File: src/source/cache_geom_pkg.sv
// Cache and address geometry shared by decode, cache storage, controller and backing memory
package cache_geom_pkg;

   // Byte address and data word
   typedef logic [15:0] addr_t;
   typedef logic [15:0] word_t;

   // Address split is tag 15:11, index 10:3, offset 2:1, bit 0 always zero
   typedef logic [4:0] tag_t;
   typedef logic [7:0] index_t;
   typedef logic [1:0] offset_t;

   // Direct-mapped, four words per line
   localparam int WORDS_PER_LINE = 4;
   localparam int NUM_LINES      = 256;

   // Backing memory covers the full 64 KB byte space
   localparam int MEM_WORDS = 32768;

   // Power-up content of a word, keyed by word address (byte address >> 1)
   function automatic word_t mem_init_word(input addr_t waddr);
      return waddr ^ 16'h5a3c;
   endfunction

endpackage
File: src/source/mem_ctrl_pkg.sv
// Request and controller FSM types used by the decoder, the cache controller and its checker
package mem_ctrl_pkg;

   import cache_geom_pkg::*;

   // Operation class found by the decoder
   typedef enum logic [1:0] {OP_READ, OP_WRITE, OP_ILLEGAL} op_t;

   // Registered request, address already split
   typedef struct packed {
      op_t     op;
      tag_t    tag;
      index_t  index;
      offset_t offset;
      word_t   wdata;
   } mem_req_t;

   // Controller FSM states
   typedef enum logic [2:0] {
      S_IDLE, S_COMPARE, S_WRITEBACK, S_REFILL, S_FINISH, S_RESULT
   } ctrl_state_t;

endpackage

File: src/source/request_decode.sv
// Front stage that registers one processor request and hands it to the cache controller
`timescale 1ns/1ps

module request_decode import cache_geom_pkg::*, mem_ctrl_pkg::*; (
   input  logic     clk,
   input  logic     rst,
   input  addr_t    addr,
   input  word_t    data_in,
   input  logic     rd,
   input  logic     wr,
   input  logic     req_taken,
   output mem_req_t req,
   output logic     req_valid
);

   // Both strobes or an odd address make the request illegal
   logic bad_req;

   assign bad_req = (rd && wr) || addr[0];

   // Handshake flag towards the controller
   always_ff @(posedge clk) begin
      if (rst) begin
         req_valid <= 1'b0;
      end else if (req_valid && req_taken) begin
         req_valid <= 1'b0;
      end else if (!req_valid && (rd || wr)) begin
         req_valid <= 1'b1;
      end
   end

   // Request payload, captured on acceptance only
   always_ff @(posedge clk) begin
      if (!req_valid && (rd || wr)) begin
         req.op     <= bad_req ? OP_ILLEGAL : (wr ? OP_WRITE : OP_READ);
         req.tag    <= addr[15:11];
         req.index  <= addr[10:3];
         req.offset <= addr[2:1];
         req.wdata  <= data_in;
      end
   end

endmodule

File: config.mk
export PLATFORM = sky130hd
export DESIGN_NAME = request_decode
export DESIGN_NICKNAME = d
export VERILOG_FILES = /design/src/source/cache_geom_pkg.sv /design/src/source/mem_ctrl_pkg.sv /design/src/source/request_decode.sv
export SDC_FILE = /design/constraint.sdc
export NUM_CORES = 1
export LEC_CHECK = 0
export ABC_AREA = 1
export BUFFER_PORTS_ARGS = -buffer_cell sky130_fd_sc_hd__buf_4
export CORE_MARGIN = 3
export CORE_UTILIZATION = 40
export CTS_BUF_LIST = sky130_fd_sc_hd__clkbuf_2
export DETAILED_ROUTE_END_ITERATION = 16
export GPL_TIMING_DRIVEN = 0
export PLACE_DENSITY = 0.85
export SYNTH_ARGS = -nofsm -noshare
export SYNTH_HDL_FRONTEND = slang
export SYNTH_SLANG_ARGS = --single-unit
File: constraint.sdc
create_clock -name clk -period 2.5 [get_ports clk]
set_input_delay 0.125 -clock clk [delete_from_list [all_inputs] [get_ports clk]]
set_output_delay 0.125 -clock clk [all_outputs]
set_load 0.1 [all_outputs]
==> impl_metrics.tcl <==
set metrics [dict create \
    synthMuxAreaShare 0 \
    maxSlewViolCount 0 \
    cts_tree "yes" \
    place.gp.congestion 0.667 \
    cts_resized 0 \
    period_minus_slack_ns 1.54 \
    area_growth_pct 89.0 \
    finalHoldViolations 0 \
    slowest_delay_ns 0.62 \
    io_pins 71 \
    placementRows 18 \
    antenna_cells 0 \
    max-vdd-ir-drop_uv 519 \
    grt_max_degree 22 \
    grt_pass1_wl_um 5180 \
    cp-end-kind "flop" \
    clkSlewWorstSetupHoldPaths_ns 0.15 \
    ant_nets 0 \
    r2r-end "req[15]" \
    antenna_found_initial 0 \
    postLayoutCellArea_um2 2010 \
    core_region_area_um2 2500 \
    die_x_um 57.6 \
    rsz0062_at_grt "no" \
    drtIter0Drc 20 \
    ys_seq_area_frac 0.948 \
    cap_violations 0 \
    grt_pass1_vias 991 \
    worstSetupPathType "reg -> reg" \
    synth_seq_cells 34 \
    overflow 0 \
    port_buffers 70 \
    insertion_delay_ns 0.36 \
    yosys.area_share.simple 0.0282 \
    netlist_area_um2 1070 \
    critical_path_cell_count 2 \
    post-dp-hpwl_um 1660 \
    fin_worst_skew_ns 0.0113 \
    clock_sinks 34 \
    via_per_inst 4.62 \
    fmax_ghz 0.650 \
    synth_top_family_by_area "simple AND/OR/NAND/NOR gates" \
    crit_path_start_kind "flop" \
    die_area_um2 3320 \
    drive_gt1_frac 0.542 \
    syn_area_per_cell_um2 24.8 \
    total_leakage_power_nw 0.871 \
    crit_path_top_delay_cell "nor2_2" \
    hp-class "in -> reg" \
    worstPathMaxFanout 21 \
    crit_start "req_valid" \
    min_period_over_period 0.616 \
    synthXorXnorAreaFrac 0 \
    finalSetupViolations 0 \
    relSlewSlack 0.511 \
    htreeDepth 2 \
    yosysTopAreaCell "edfxtp_1" \
    vias 845 \
    crit_arrival_ns 1.62 \
    place_area_um2 1660 \
    crit_end "req[15]" \
    utilization 0.806 \
    crit_path_cell_trace "nor2_2 > buf_16" \
    finalNetCount 190 \
    grt_use_total 0.220 \
    cts-root-buf "clkbuf_2" \
    synth-compound-area-share 0.0164 \
    synth_area_leaders "edfxtp_1 93%, dfxtp_1 1.9%, nor3b_2 1.2%, a21o_2 0.82%, a21oi_2 0.82%" \
    synth_cells 43 \
    rrSetupSlack_ns 0.96 \
    reg2reg_depth 2 \
    initial_utilization 0.426 \
    routed_wirelength_um 3320 \
    synth-adder-area-share 0 \
    clock_path_buffers 2 \
    drc 0 \
    path_buf_inv 1 \
    status "completed" \
    powerDensity_nw_per_um2 714 \
    wl_per_cell_um 18.2 \
    cp_data_required_time_ns 2.58 \
    drtPass1Iterations 4 \
    die_h_um 57.6 \
    numCtsBuffers 5 \
    synth_fp_nets 80 \
    fin_tns_setup_ns 0 \
    yosys_warnings 0 \
    worstReg2RegStart "req_valid" \
    fill_cells 127 \
    yosys.cell_types.count 9 \
    critPathTopFamily "simple AND/OR/NAND/NOR gates" \
    worst_pin_slew_ns 0.732 \
    synth_top_area_share 0.930 \
    holdWs_ns 0.0388 \
]
## layout by cell type (no fill, tap or decap)
cell	count
clkbuf_2	7
edfxtp_1	33
a21oi_2	1
dlygate4sd3_1	32
nand2_1	2
inv_1	2
dfxtp_1	1
nor2_2	2
buf_4	70
nor3b_2	1
buf_16	1
a21o_2	1
## through the flow
step	power, mW	setup slack [ns]	instances
after floorplan	1.03	0.395	43
after global placement	1.14	0.642	143
after detailed placement	1.15	1.02	144
after CTS	1.42	0.995	182
after global routing	1.49	0.864	183
final	1.44	0.961	183
## worst min-delay path, delay by kind of cell
kind | cells | cell delay (ns)
AOI/OAI and AO/OA | 1 | 0.04
buffers and inverters | 2 | 0.11
and+or+nand+nor | 1 | 0.08
## cells in the mapped netlist (all sizes together)
master	instances
a21oi	1
dfxtp	1
nor2	2
inv	2
nand2	2
edfxtp	33
nor3b	1
a21o	1
## power by group
| part | leakage [nW] | total [mW] | internal (mW) | switching [mW] |
|---|---|---|---|---|
| Sequential | 0.331 | 0.695 | 0.678 | 0.0167 |
| Clock | 0.0291 | 0.248 | 0.0730 | 0.175 |
| Combinational | 0.511 | 0.495 | 0.130 | 0.365 |
## cell type report
type / instances / area (um2) / area share
sequential: 34 / 1010 / 0.502
timing repair buffer: 103 / 873 / 0.434
clock buffer: 7 / 35.0 / 0.0174
multi-input combinational: 7 / 50.0 / 0.0248
tap: 30 / 37.5 / 0.0186
inverter: 2 / 7.51 / 0.00373
## logic make-up (layout without fill, tap and decap cells)
logic type / Yosys count / in the layout
buf+inv: 2 / 112
simple gates: 5 / 5
compound gates: 2 / 2
flops: 34 / 34
## sequential cells by signal, summed over array words and instances, names as in the netlist
| signal | flops |
|---|---|
| req_valid | 1 |
| req | 33 |
## per-layer routing
metal  wire length [um]  global-route usage  vias up
met2               1830               0.390       52
met3                314              0.0913        5
li1                   -                   -      383
met5                  0                   0        -
met1               1150               0.247      405
met4                 33              0.0497        0
## worst min path at each step
stage / start / endpoint / slack (ns) / depth (start not counted)
after floorplan: data_in[0] / req[0] / 0.22 / 0
after CTS: addr[0] / req[32] / 0.03 / 2
after detailed placement: data_in[2] / req[2] / 0.30 / 1
after global placement: data_in[14] / req[14] / 0.30 / 1
after global routing: rst / req_valid / 0.007 / 4
final: rst / req_valid / 0.04 / 4
## what timing repair did
item,4_1_cts,5_1_grt
setup buffers,0,0
endpoints found under the hold margin,31,1
hold buffers,31,1
Power figures use the tool's default switching activity.
